### src/hacd_settings.svh
//////////////////////////////////////////////////
// hacd settings
// address map, register offsets and noc flit fields
//////////////////////////////////////////////////
`ifndef HACD_SETTINGS_SVH
`define HACD_SETTINGS_SVH

// register window seen from the noc
`define HACD_BASE    32'hf510_0000
`define HACD_WIN     32'h0000_0020
`define NOC_DW       32

// register offsets, word aligned
`define REG_SRC_LO   5'h00
`define REG_SRC_HI   5'h04
`define REG_MASK     5'h08
`define REG_CTRL     5'h0c
`define REG_RES_LO   5'h10
`define REG_RES_HI   5'h14
// bit0 busy, bit1 inflate done, bit2 deflate done
`define REG_STATUS   5'h18

// header flit fields
`define NOC_OP_MSB   31
`define NOC_OP_LSB   29
`define NOC_SIZE_BIT 28
`define NOC_ERR_BIT  27

`endif

### src/hacd_pkg.sv
//////////////////////////////////////////////////
// hacd types
// opcodes and state encodings shared by the blocks
//////////////////////////////////////////////////
package hacd_pkg;

  // opcode in header flit bits 31:29
  typedef enum logic [2:0] {
    NOC_READ    = 3'b001,
    NOC_WRITE   = 3'b010,
    NOC_RD_RESP = 3'b011,
    NOC_WR_ACK  = 3'b100
  } noc_op_e;

  // value written to the control register
  typedef enum logic [1:0] {
    ENG_NONE    = 2'd0,
    ENG_DEFLATE = 2'd1,
    ENG_INFLATE = 2'd2
  } eng_op_e;

  // receive side and transmit side of the noc bridge
  typedef enum logic [3:0] {
    RX_HDR,
    RX_ADDR,
    RX_DATA_LO,
    RX_DATA_HI,
    RX_REQ,
    RX_REL,
    RX_WAIT,
    TX_IDLE,
    TX_HDR,
    TX_DATA_LO,
    TX_DATA_HI
  } bridge_state_e;

  // 64-bit to 32-bit splitter
  typedef enum logic [1:0] {
    IDLE,
    FIRST,
    SECOND,
    ACK
  } split_state_e;

endpackage

### src/hacd_noc_bridge.sv
//////////////////////////////////////////////////
// hacd noc bridge
// noc flits in and out, four-phase register request
//////////////////////////////////////////////////
`timescale 1ns/1ns
`include "hacd_settings.svh"

module hacd_noc_bridge (
  input  logic              clk_i,
  input  logic              arst_n_i,
  input  logic [`NOC_DW-1:0] noc2_data_i,
  input  logic              noc2_valid_i,
  output logic              noc2_ready_o,
  output logic [`NOC_DW-1:0] noc3_data_o,
  output logic              noc3_valid_o,
  input  logic              noc3_ready_i,
  output logic              sreq_o,
  output logic              swrite_o,
  output logic              ssize64_o,
  output logic [4:0]        soff_o,
  output logic [63:0]       swdata_o,
  input  logic              sack_i,
  input  logic [63:0]       srdata_i,
  input  logic              serr_i
);

  hacd_pkg::bridge_state_e rx_state_q, rx_state_d;
  hacd_pkg::bridge_state_e tx_state_q, tx_state_d;
  logic write_q, size64_q, err_q;
  logic [4:0] soff_q;
  logic [63:0] wdata_q, rdata_q;
  logic [31:0] addr_off;
  logic win_miss, rx_acc, tx_start, tx_last;
  logic [`NOC_DW-1:0] hdr;

  // ready only while collecting request flits
  assign noc2_ready_o = rx_state_q inside {hacd_pkg::RX_HDR, hacd_pkg::RX_ADDR,
                                           hacd_pkg::RX_DATA_LO, hacd_pkg::RX_DATA_HI};
  assign rx_acc = noc2_valid_i && noc2_ready_o;
  assign noc3_valid_o = tx_state_q inside {hacd_pkg::TX_HDR, hacd_pkg::TX_DATA_LO,
                                           hacd_pkg::TX_DATA_HI};

  // full offset kept for the miss check
  assign addr_off = noc2_data_i - `HACD_BASE;
  assign win_miss = addr_off >= `HACD_WIN;

  // four-phase master side
  assign sreq_o    = rx_state_q == hacd_pkg::RX_REQ;
  assign swrite_o  = write_q;
  assign ssize64_o = size64_q;
  assign soff_o    = soff_q;
  assign swdata_o  = wdata_q;

  // handshake fully closed, response may go out
  assign tx_start = rx_state_q == hacd_pkg::RX_REL && !sack_i;
  // last response flit taken by the noc
  assign tx_last = noc3_ready_i &&
                   (tx_state_q == hacd_pkg::TX_DATA_HI ||
                    (tx_state_q == hacd_pkg::TX_HDR && write_q) ||
                    (tx_state_q == hacd_pkg::TX_DATA_LO && !size64_q));

  //////////////////////////////////////////////////
  // receive fsm
  //////////////////////////////////////////////////
  always_comb begin
    rx_state_d = rx_state_q;
    unique case (rx_state_q)
      hacd_pkg::RX_HDR:     if (rx_acc) rx_state_d = hacd_pkg::RX_ADDR;
      hacd_pkg::RX_ADDR: begin
        if (rx_acc) rx_state_d = write_q ? hacd_pkg::RX_DATA_LO : hacd_pkg::RX_REQ;
      end
      hacd_pkg::RX_DATA_LO: begin
        if (rx_acc) rx_state_d = size64_q ? hacd_pkg::RX_DATA_HI : hacd_pkg::RX_REQ;
      end
      hacd_pkg::RX_DATA_HI: if (rx_acc) rx_state_d = hacd_pkg::RX_REQ;
      hacd_pkg::RX_REQ:     if (sack_i) rx_state_d = hacd_pkg::RX_REL;
      hacd_pkg::RX_REL:     if (!sack_i) rx_state_d = hacd_pkg::RX_WAIT;
      // noc2 stays stalled until the response is gone
      hacd_pkg::RX_WAIT:    if (tx_last) rx_state_d = hacd_pkg::RX_HDR;
      default:              rx_state_d = hacd_pkg::RX_HDR;
    endcase
  end

  //////////////////////////////////////////////////
  // transmit fsm
  //////////////////////////////////////////////////
  always_comb begin
    tx_state_d = tx_state_q;
    unique case (tx_state_q)
      hacd_pkg::TX_IDLE: if (tx_start) tx_state_d = hacd_pkg::TX_HDR;
      hacd_pkg::TX_HDR: begin
        if (noc3_ready_i) tx_state_d = write_q ? hacd_pkg::TX_IDLE : hacd_pkg::TX_DATA_LO;
      end
      hacd_pkg::TX_DATA_LO: begin
        if (noc3_ready_i) tx_state_d = size64_q ? hacd_pkg::TX_DATA_HI : hacd_pkg::TX_IDLE;
      end
      hacd_pkg::TX_DATA_HI: if (noc3_ready_i) tx_state_d = hacd_pkg::TX_IDLE;
      default:              tx_state_d = hacd_pkg::TX_IDLE;
    endcase
  end

  // response header, opcode follows the request kind
  always_comb begin
    hdr = '0;
    hdr[`NOC_OP_MSB:`NOC_OP_LSB] = write_q ? hacd_pkg::NOC_WR_ACK : hacd_pkg::NOC_RD_RESP;
    hdr[`NOC_SIZE_BIT] = size64_q;
    hdr[`NOC_ERR_BIT]  = err_q;
  end

  // low word first
  always_comb begin
    unique case (tx_state_q)
      hacd_pkg::TX_DATA_LO: noc3_data_o = rdata_q[31:0];
      hacd_pkg::TX_DATA_HI: noc3_data_o = rdata_q[63:32];
      default:              noc3_data_o = hdr;
    endcase
  end

  always_ff @(posedge clk_i or negedge arst_n_i) begin
    if (!arst_n_i) begin
      rx_state_q <= hacd_pkg::RX_HDR;
      tx_state_q <= hacd_pkg::TX_IDLE;
      write_q    <= 1'b0;
      size64_q   <= 1'b0;
      err_q      <= 1'b0;
    end else begin
      rx_state_q <= rx_state_d;
      tx_state_q <= tx_state_d;
      if (rx_acc && rx_state_q == hacd_pkg::RX_HDR) begin
        write_q  <= hacd_pkg::noc_op_e'(noc2_data_i[`NOC_OP_MSB:`NOC_OP_LSB]) ==
                    hacd_pkg::NOC_WRITE;
        size64_q <= noc2_data_i[`NOC_SIZE_BIT];
      end
      if (rx_state_q == hacd_pkg::RX_REQ && sack_i) err_q <= serr_i;
    end
  end

  // request and response payload
  always_ff @(posedge clk_i) begin
    // a miss gets an offset the splitter rejects
    if (rx_acc && rx_state_q == hacd_pkg::RX_ADDR) soff_q <= win_miss ? 5'h1f : addr_off[4:0];
    if (rx_acc && rx_state_q == hacd_pkg::RX_DATA_LO) wdata_q[31:0] <= noc2_data_i;
    if (rx_acc && rx_state_q == hacd_pkg::RX_DATA_HI) wdata_q[63:32] <= noc2_data_i;
    if (rx_state_q == hacd_pkg::RX_REQ && sack_i) rdata_q <= srdata_i;
  end

  // stalled flit must not change
  a_noc3_stable: assert property (@(posedge clk_i) disable iff (!arst_n_i)
    noc3_valid_o && !noc3_ready_i |=> noc3_valid_o && $stable(noc3_data_o));

endmodule

### src/hacd_reg_split.sv
//////////////////////////////////////////////////
// hacd register splitter
// 64-bit requests become two 32-bit register strobes
//////////////////////////////////////////////////
`timescale 1ns/1ns
`include "hacd_settings.svh"

module hacd_reg_split (
  input  logic        clk_i,
  input  logic        arst_n_i,
  input  logic        sreq_i,
  input  logic        swrite_i,
  input  logic        ssize64_i,
  input  logic [4:0]  soff_i,
  input  logic [63:0] swdata_i,
  output logic        sack_o,
  output logic [63:0] srdata_o,
  output logic        serr_o,
  output logic        reg_valid_o,
  output logic        reg_write_o,
  output logic [4:0]  reg_addr_o,
  output logic [31:0] reg_wdata_o,
  input  logic [31:0] reg_rdata_i
);

  hacd_pkg::split_state_e state_q, state_d;
  logic [31:0] rword_q;
  logic [63:0] rdata_q;
  logic serr_q;
  logic [31:0] acc_end;
  logic bad;

  // first byte past the access
  assign acc_end = 32'(soff_i) + (ssize64_i ? 32'd8 : 32'd4);
  // past the window, or not aligned to its own size
  assign bad = acc_end > `HACD_WIN ||
               (ssize64_i ? soff_i[2:0] != 3'd0 : soff_i[1:0] != 2'd0);

  always_comb begin
    state_d = state_q;
    unique case (state_q)
      hacd_pkg::IDLE: begin
        // errors skip the register strobes
        if (sreq_i) state_d = bad ? hacd_pkg::ACK : hacd_pkg::FIRST;
      end
      hacd_pkg::FIRST:  state_d = ssize64_i ? hacd_pkg::SECOND : hacd_pkg::ACK;
      hacd_pkg::SECOND: state_d = hacd_pkg::ACK;
      // hold ack until the master drops its request
      hacd_pkg::ACK:    if (!sreq_i) state_d = hacd_pkg::IDLE;
      default:          state_d = hacd_pkg::IDLE;
    endcase
  end

  // register strobe, low word then high word
  assign reg_valid_o = state_q == hacd_pkg::FIRST || state_q == hacd_pkg::SECOND;
  assign reg_write_o = reg_valid_o && swrite_i;
  assign reg_addr_o  = (state_q == hacd_pkg::SECOND) ? soff_i + 5'd4 : soff_i;
  assign reg_wdata_o = (state_q == hacd_pkg::SECOND) ? swdata_i[63:32] : swdata_i[31:0];

  assign sack_o   = state_q == hacd_pkg::ACK;
  assign srdata_o = rdata_q;
  assign serr_o   = serr_q;

  always_ff @(posedge clk_i or negedge arst_n_i) begin
    if (!arst_n_i) begin
      state_q <= hacd_pkg::IDLE;
      serr_q  <= 1'b0;
    end else begin
      state_q <= state_d;
      if (state_q == hacd_pkg::IDLE && sreq_i) serr_q <= bad;
    end
  end

  // read data assembly, held through the ack phase
  always_ff @(posedge clk_i) begin
    if (state_q == hacd_pkg::IDLE && sreq_i && bad) rdata_q <= '0;
    if (state_q == hacd_pkg::FIRST) begin
      rword_q <= reg_rdata_i;
      // single word reads finish here
      if (!ssize64_i) rdata_q <= {32'h0, reg_rdata_i};
    end
    if (state_q == hacd_pkg::SECOND) rdata_q <= {reg_rdata_i, rword_q};
  end

  // ack never outlives the request by more than a cycle
  a_sack_window: assert property (@(posedge clk_i) disable iff (!arst_n_i)
    sack_o |-> sreq_i || $past(sreq_i));

endmodule

### src/hacd_core.sv
//////////////////////////////////////////////////
// hacd core
// register file plus byte-serial deflate/inflate engine
//////////////////////////////////////////////////
`timescale 1ns/1ns
`include "hacd_settings.svh"

module hacd_core (
  input  logic        clk_i,
  input  logic        arst_n_i,
  input  logic        reg_valid_i,
  input  logic        reg_write_i,
  input  logic [4:0]  reg_addr_i,
  input  logic [31:0] reg_wdata_i,
  output logic [31:0] reg_rdata_o,
  output logic        infl_interrupt_o,
  output logic        defl_interrupt_o
);

  logic [63:0] src_q, res_q;
  logic [7:0] mask_q;
  hacd_pkg::eng_op_e op_q, op_wr;
  logic busy_q, infl_done_q, defl_done_q;
  // idx walks the unpacked side, pos the packed side
  logic [2:0] idx_q, pos_q;
  logic wr_en, start, take, last_step;
  logic [7:0] cur_byte, pk_byte;

  assign wr_en = reg_valid_i && reg_write_i;
  assign op_wr = hacd_pkg::eng_op_e'(reg_wdata_i[1:0]);
  // a start while busy is dropped
  assign start = wr_en && reg_addr_i == `REG_CTRL && !busy_q &&
                 (op_wr == hacd_pkg::ENG_DEFLATE || op_wr == hacd_pkg::ENG_INFLATE);

  assign cur_byte = src_q[{idx_q, 3'b000} +: 8];
  assign pk_byte  = src_q[{pos_q, 3'b000} +: 8];

  // deflate keeps nonzero bytes, inflate fills set mask bits
  assign take = busy_q && ((op_q == hacd_pkg::ENG_DEFLATE) ? cur_byte != 8'h00 : mask_q[idx_q]);
  assign last_step = busy_q && idx_q == 3'd7;

  assign infl_interrupt_o = infl_done_q;
  assign defl_interrupt_o = defl_done_q;

  //////////////////////////////////////////////////
  // register read mux
  //////////////////////////////////////////////////
  always_comb begin
    unique case (reg_addr_i)
      `REG_SRC_LO: reg_rdata_o = src_q[31:0];
      `REG_SRC_HI: reg_rdata_o = src_q[63:32];
      `REG_MASK:   reg_rdata_o = {24'h0, mask_q};
      `REG_CTRL:   reg_rdata_o = {30'h0, op_q};
      `REG_RES_LO: reg_rdata_o = res_q[31:0];
      `REG_RES_HI: reg_rdata_o = res_q[63:32];
      `REG_STATUS: reg_rdata_o = {29'h0, defl_done_q, infl_done_q, busy_q};
      // hole at 0x1c reads as zero
      default:     reg_rdata_o = 32'h0;
    endcase
  end

  //////////////////////////////////////////////////
  // engine control and status
  //////////////////////////////////////////////////
  always_ff @(posedge clk_i or negedge arst_n_i) begin
    if (!arst_n_i) begin
      busy_q      <= 1'b0;
      op_q        <= hacd_pkg::ENG_NONE;
      idx_q       <= 3'd0;
      pos_q       <= 3'd0;
      infl_done_q <= 1'b0;
      defl_done_q <= 1'b0;
    end else begin
      if (start) begin
        busy_q <= 1'b1;
        op_q   <= op_wr;
        idx_q  <= 3'd0;
        pos_q  <= 3'd0;
      end else if (busy_q) begin
        // one byte per cycle, eight cycles total
        idx_q <= idx_q + 3'd1;
        if (take) pos_q <= pos_q + 3'd1;
        if (last_step) busy_q <= 1'b0;
      end
      // write one to clear the done bits
      if (wr_en && reg_addr_i == `REG_STATUS) begin
        if (reg_wdata_i[1]) infl_done_q <= 1'b0;
        if (reg_wdata_i[2]) defl_done_q <= 1'b0;
      end
      // completion wins over a clear in the same cycle
      if (last_step && op_q == hacd_pkg::ENG_INFLATE) infl_done_q <= 1'b1;
      if (last_step && op_q == hacd_pkg::ENG_DEFLATE) defl_done_q <= 1'b1;
    end
  end

  //////////////////////////////////////////////////
  // data registers
  //////////////////////////////////////////////////
  always_ff @(posedge clk_i) begin
    // source and mask locked while the engine runs
    if (wr_en && !busy_q) begin
      unique case (reg_addr_i)
        `REG_SRC_LO: src_q[31:0]  <= reg_wdata_i;
        `REG_SRC_HI: src_q[63:32] <= reg_wdata_i;
        `REG_MASK:   mask_q       <= reg_wdata_i[7:0];
        default: ;
      endcase
    end
    if (start) begin
      // result starts empty so unused bytes read zero
      res_q <= '0;
      if (op_wr == hacd_pkg::ENG_DEFLATE) mask_q <= '0;
    end else if (take) begin
      if (op_q == hacd_pkg::ENG_DEFLATE) begin
        // append at the next free packed byte
        res_q[{pos_q, 3'b000} +: 8] <= cur_byte;
        mask_q[idx_q] <= 1'b1;
      end else begin
        // next packed byte goes to this position
        res_q[{idx_q, 3'b000} +: 8] <= pk_byte;
      end
    end
  end

  // the splitter only issues word accesses
  a_word_aligned: assert property (@(posedge clk_i) disable iff (!arst_n_i)
    reg_valid_i |-> reg_addr_i[1:0] == 2'b00);

endmodule

### src/hacd_top.sv
//////////////////////////////////////////////////
// hacd top
// noc bridge, register splitter and core
//////////////////////////////////////////////////
`timescale 1ns/1ns
`include "hacd_settings.svh"

module hacd_top (
  input  logic               clk_i,
  input  logic               arst_n_i,
  input  logic [`NOC_DW-1:0] noc2_data_i,
  input  logic               noc2_valid_i,
  output logic               noc2_ready_o,
  output logic [`NOC_DW-1:0] noc3_data_o,
  output logic               noc3_valid_o,
  input  logic               noc3_ready_i,
  output logic               infl_interrupt_o,
  output logic               defl_interrupt_o
);

  // bridge to splitter, four-phase
  logic        sreq, swrite, ssize64, sack, serr;
  logic [4:0]  soff;
  logic [63:0] swdata, srdata;

  // splitter to core, single-cycle strobe
  logic        reg_valid, reg_write;
  logic [4:0]  reg_addr;
  logic [31:0] reg_wdata, reg_rdata;

  hacd_noc_bridge i_bridge (
    .clk_i        (clk_i),
    .arst_n_i     (arst_n_i),
    .noc2_data_i  (noc2_data_i),
    .noc2_valid_i (noc2_valid_i),
    .noc2_ready_o (noc2_ready_o),
    .noc3_data_o  (noc3_data_o),
    .noc3_valid_o (noc3_valid_o),
    .noc3_ready_i (noc3_ready_i),
    .sreq_o       (sreq),
    .swrite_o     (swrite),
    .ssize64_o    (ssize64),
    .soff_o       (soff),
    .swdata_o     (swdata),
    .sack_i       (sack),
    .srdata_i     (srdata),
    .serr_i       (serr)
  );

  hacd_reg_split i_split (
    .clk_i       (clk_i),
    .arst_n_i    (arst_n_i),
    .sreq_i      (sreq),
    .swrite_i    (swrite),
    .ssize64_i   (ssize64),
    .soff_i      (soff),
    .swdata_i    (swdata),
    .sack_o      (sack),
    .srdata_o    (srdata),
    .serr_o      (serr),
    .reg_valid_o (reg_valid),
    .reg_write_o (reg_write),
    .reg_addr_o  (reg_addr),
    .reg_wdata_o (reg_wdata),
    .reg_rdata_i (reg_rdata)
  );

  hacd_core i_core (
    .clk_i            (clk_i),
    .arst_n_i         (arst_n_i),
    .reg_valid_i      (reg_valid),
    .reg_write_i      (reg_write),
    .reg_addr_i       (reg_addr),
    .reg_wdata_i      (reg_wdata),
    .reg_rdata_o      (reg_rdata),
    .infl_interrupt_o (infl_interrupt_o),
    .defl_interrupt_o (defl_interrupt_o)
  );

endmodule

### config.mk
export PLATFORM = sky130hd
export DESIGN_NAME = hacd_top
export DESIGN_NICKNAME = d
export VERILOG_FILES = /design/src/hacd_pkg.sv /design/src/hacd_noc_bridge.sv /design/src/hacd_reg_split.sv /design/src/hacd_core.sv /design/src/hacd_top.sv
export VERILOG_INCLUDE_DIRS = /design/src
export SDC_FILE = /design/constraint.sdc
export NUM_CORES = 1
export LEC_CHECK = 0
export ABC_AREA = 0
export BUFFER_PORTS_ARGS = -buffer_cell sky130_fd_sc_hd__buf_4
export CAP_MARGIN = 20
export CORE_ASPECT_RATIO = 0.5
export CORE_MARGIN = 2
export CORE_UTILIZATION = 35
export CTS_CLUSTER_SIZE = 12
export DETAILED_ROUTE_END_ITERATION = 10
export GPL_ROUTABILITY_DRIVEN = 0
export PLACE_DENSITY_LB_ADDON = 0.05
export SYNTH_ARGS = -nofsm -noshare
export SYNTH_HDL_FRONTEND = slang
export SYNTH_SLANG_ARGS = --single-unit
export TNS_END_PERCENT = 5
### constraint.sdc
create_clock -name clk_i -period 5.78 [get_ports clk_i]
set_input_delay 0.289 -clock clk_i [delete_from_list [all_inputs] [get_ports clk_i]]
set_output_delay 0.289 -clock clk_i [all_outputs]
set_load 0.1 [all_outputs]
==> results.ini <==
[routing]
finalWirelength_um = 51900
wl_per_cell_um = 24.8
firstDrtPassIters = 5
avgViaCountPerCell = 5.69
dr_total_vias = 11900
drt_iter0_drc = 1110
ant_nets = 0
drc_errors = 0

[floorplanning]
io_pins = 72
dieArea_sq_um = 49900
die_h_um = 159
die_x_um = 314
initial_core_util_pct = 35.7
core_sq_um = 47200
rows = 56

[placement]
place_hpwl_um = 35600
io_buffer_count = 71
dpl.cell_count = 1985
post-place-ws_ns = 1.89
placed_area_sq_um = 18100

[global_routing]
overflow = 0
grt_pass1_vias = 11400
grt_max_degree = 85
grt_usage_pct = 20.6
grt_pass1_wl_um = 76700
antenna_found_initial = 3

[finish]
area_growth_pct = 16.9
drive_gt1_share_pct = 17.3
fill_cells = 4396
multi_input_area_sq_um = 6270
n_antenna_cell = 0
fin_cells = 2092
final_area_sq_um = 19600
fin_nets = 1480
final_core_util_pct = 41.7
seqCellArea_sq_um = 10200

[worst_setup_path]
reg2reg_from = i_core.idx_q[0]$_DFFE_PN0P_
path_common_cell = buf_4
critical_path.top_delay_family = multiplexers
timing.rr.end = i_core.res_q[61]$_SDFFE_PP0P_
cp.arrival_ns = 4.29
worst-setup-path-type = reg2reg
reg2reg_depth = 7
critical_path.startpoint_type = flip-flop
cp_slowest_cell = mux2i_2
end_kind = flip-flop
rrSetupSlack_ns = 1.91
critical_path.max_fanout = 48
path_buf_inv = 2
critical_path.max_stage_delay_ns = 0.75
crit_required_ns = 6.20
cp_cell_sequence = buf_4 > mux4_2 > mux2i_2 > and4_1 > a41oi_4 > buf_4 > a22o_1

[hold_path]
hold_depth = 2
hp-start = noc3_ready_i
worst_hold_path.endpoint = i_bridge.tx_state_q[1]$_DFFE_PN1P_
hold_class = in2reg

[clock_tree]
numClockSinks = 389
cts_setup_buffers = 0
clk_pin_slew_ns = 0.06
post_cts_resized = 0
cts_buffers = 40
holdBufCountCts = 33
clkLatencyLatePin_ns = 0.55
clock_path_buffers = 3
cts_tree = built
clockRootBuffer = clkbuf_16
cts_max_level = 2

[power]
p_total_mw = 8.68
power.density_nw_per_um2 = 442
power.leakage_nw = 6.91
vdd_ir_drop_max_v = 0.000204

[sta]
rsz0062_at_grt = no
fin_crit_ns = 3.87
holdWs_ns = 0.0272
setup_viol = 0
slew_headroom_pct = 20.1
finalHoldViolCount = 0
fin_setup_tns_ns = 0
skew_ns = 0.0222
fmax_ghz = 0.259
drv_slew = 0
timing.final.crit_share_pct = 66.9
max_slew.worst_pin.slew_ns = 1.17
fin_ws_ns = 1.91

[status]
outcome = finished, final reports clean

[logic_synthesis]
async_flop_share_pct = 6.17
synth_nets = 1390
ys_seq_area_share_pct = 60.7
syn_area_sq_um = 16800
avgSynthCellArea_sq_um = 12.6
ys_types = 70
synthFlopType = edfxtp_1
synth_edf_count = 229
synthCells = 1336
ys_seq_elements = 389
ys_warn_count = 0

[run]
cap_violations = 0

-- Yosys cell counts (5+ instances only) --
cell | number | area [sq um]
and2_1 | 5 | 31.3
nor2_1 | 23 | 86.3
clkbuf_1 | 71 | 267
mux2i_2 | 7 | 96.3
o21ai_1 | 61 | 305
o22ai_1 | 67 | 419
a21o_1 | 6 | 45.0
nand2_1 | 114 | 428
inv_1 | 19 | 71.3
mux2i_1 | 20 | 200
and3_1 | 14 | 87.6
a221o_1 | 6 | 60.1
mux2_2 | 32 | 360
o21ai_0 | 22 | 110
nand4b_1 | 5 | 43.8
dfrtp_1 | 21 | 526
ha_1 | 17 | 213
buf_2 | 6 | 30.0
or2_1 | 11 | 68.8
nand3_1 | 84 | 420
nor2b_1 | 22 | 138
a21oi_4 | 7 | 114
mux4_2 | 34 | 766
nor3_1 | 6 | 30.0
a21oi_1 | 39 | 195
edfxtp_1 | 229 | 6880
dfxtp_1 | 136 | 2720
a22o_1 | 106 | 928
a22oi_1 | 50 | 375
buf_1 | 7 | 26.3
a21boi_1 | 6 | 45.0
nor4_1 | 8 | 50.1
nand2b_1 | 18 | 113
-- how the worst max path moves through the flow --
| stage | from | end | slack (ns) | cells past startpoint |
|---|---|---|---|---|
| floorplan | i_split.state_q[0]$_DFFE_PN0P_ | i_core.src_q[0]$_DFFE_PP_ | 0.68 | 7 |
| global placement | i_core.idx_q[0]$_DFFE_PN0P_ | i_core.res_q[40]$_SDFFE_PP0P_ | 1.88 | 7 |
| detailed placement | i_core.idx_q[0]$_DFFE_PN0P_ | i_core.res_q[8]$_SDFFE_PP0P_ | 1.89 | 7 |
| CTS | i_core.idx_q[0]$_DFFE_PN0P_ | i_core.res_q[61]$_SDFFE_PP0P_ | 1.88 | 7 |
| global route | i_core.idx_q[0]$_DFFE_PN0P_ | i_core.res_q[51]$_SDFFE_PP0P_ | 1.80 | 7 |
| finish | i_core.idx_q[0]$_DFFE_PN0P_ | i_core.res_q[61]$_SDFFE_PP0P_ | 1.91 | 7 |
-- cell type report --
type	instances	share of cell area, %
tap	638	4.06
clock buffer	62	5.83
sequential	389	51.9
timing repair buffer	134	5.60
multi-input combinational	839	31.9
clock inverter	8	0.236
inverter	22	0.420
-- layout by cell type (no fill, tap or decap), types with 19 or more instances in the layout --
master	n
edfxtp_1	229
dfxtp_1	136
nand2_1	114
a22o_1	106
buf_4	100
nand3_1	84
o22ai_1	67
o21ai_1	61
a22oi_1	50
clkbuf_16	41
a21oi_1	39
mux4_2	34
dlygate4sd3_1	33
mux2_2	32
o21ai_0	22
nor2_1	21
nor2b_1	21
dfrtp_1	21
mux2i_1	20
inv_1	19
-- state kept, by name (all words and copies together) (netlist names), 2 cells and up --
register             count
i_core.idx_q             3
i_bridge.swdata_o       64
i_core.mask_q            8
i_bridge.rx_state_q      3
i_split.rword_q         32
i_bridge.tx_state_q      4
i_core.op_q              2
i_core.res_q            64
i_split.srdata_o        64
i_bridge.soff_o          5
i_bridge.rdata_q        64
i_split.state_q          2
i_core.src_q            64
i_core.pos_q             3
-- worst reg2reg max path: stages, from the launching register on --
cell and delay [ns]:
dfrtp_1 0.46, buf_4 0.39, mux4_2 0.58, mux2i_2 0.75, and4_1 0.44, a41oi_4 0.39, buf_4 0.45, a22o_1 0.30
-- report_power, final --
part | internal [mW] | total (mW) | leakage (nW) | switching, mW
Sequential | 3.45 | 3.70 | 3.52 | 0.249
Combinational | 0.858 | 2.54 | 2.81 | 1.68
Clock | 1.36 | 2.43 | 0.578 | 1.07
Total | 5.67 | 8.68 | 6.91 | 3.00
-- kinds of logic after synthesis --
logic type	share of synthesized area, %
compound gates	16.7
flops	60.7
simple gates	9.96
buf+inv	2.52
mux	8.53
fa+ha+maj	1.38
xor+xnor	0.208
-- per-layer routing --
layer	vias up	routed length, um	track usage (%)
li1	5373	-	-
met1	5997	25100	32.3
met2	481	20500	27.4
met3	53	5260	6.33
met4	2	794	3.61
met5	-	153	2.18
Power figures use the tool's default switching activity.
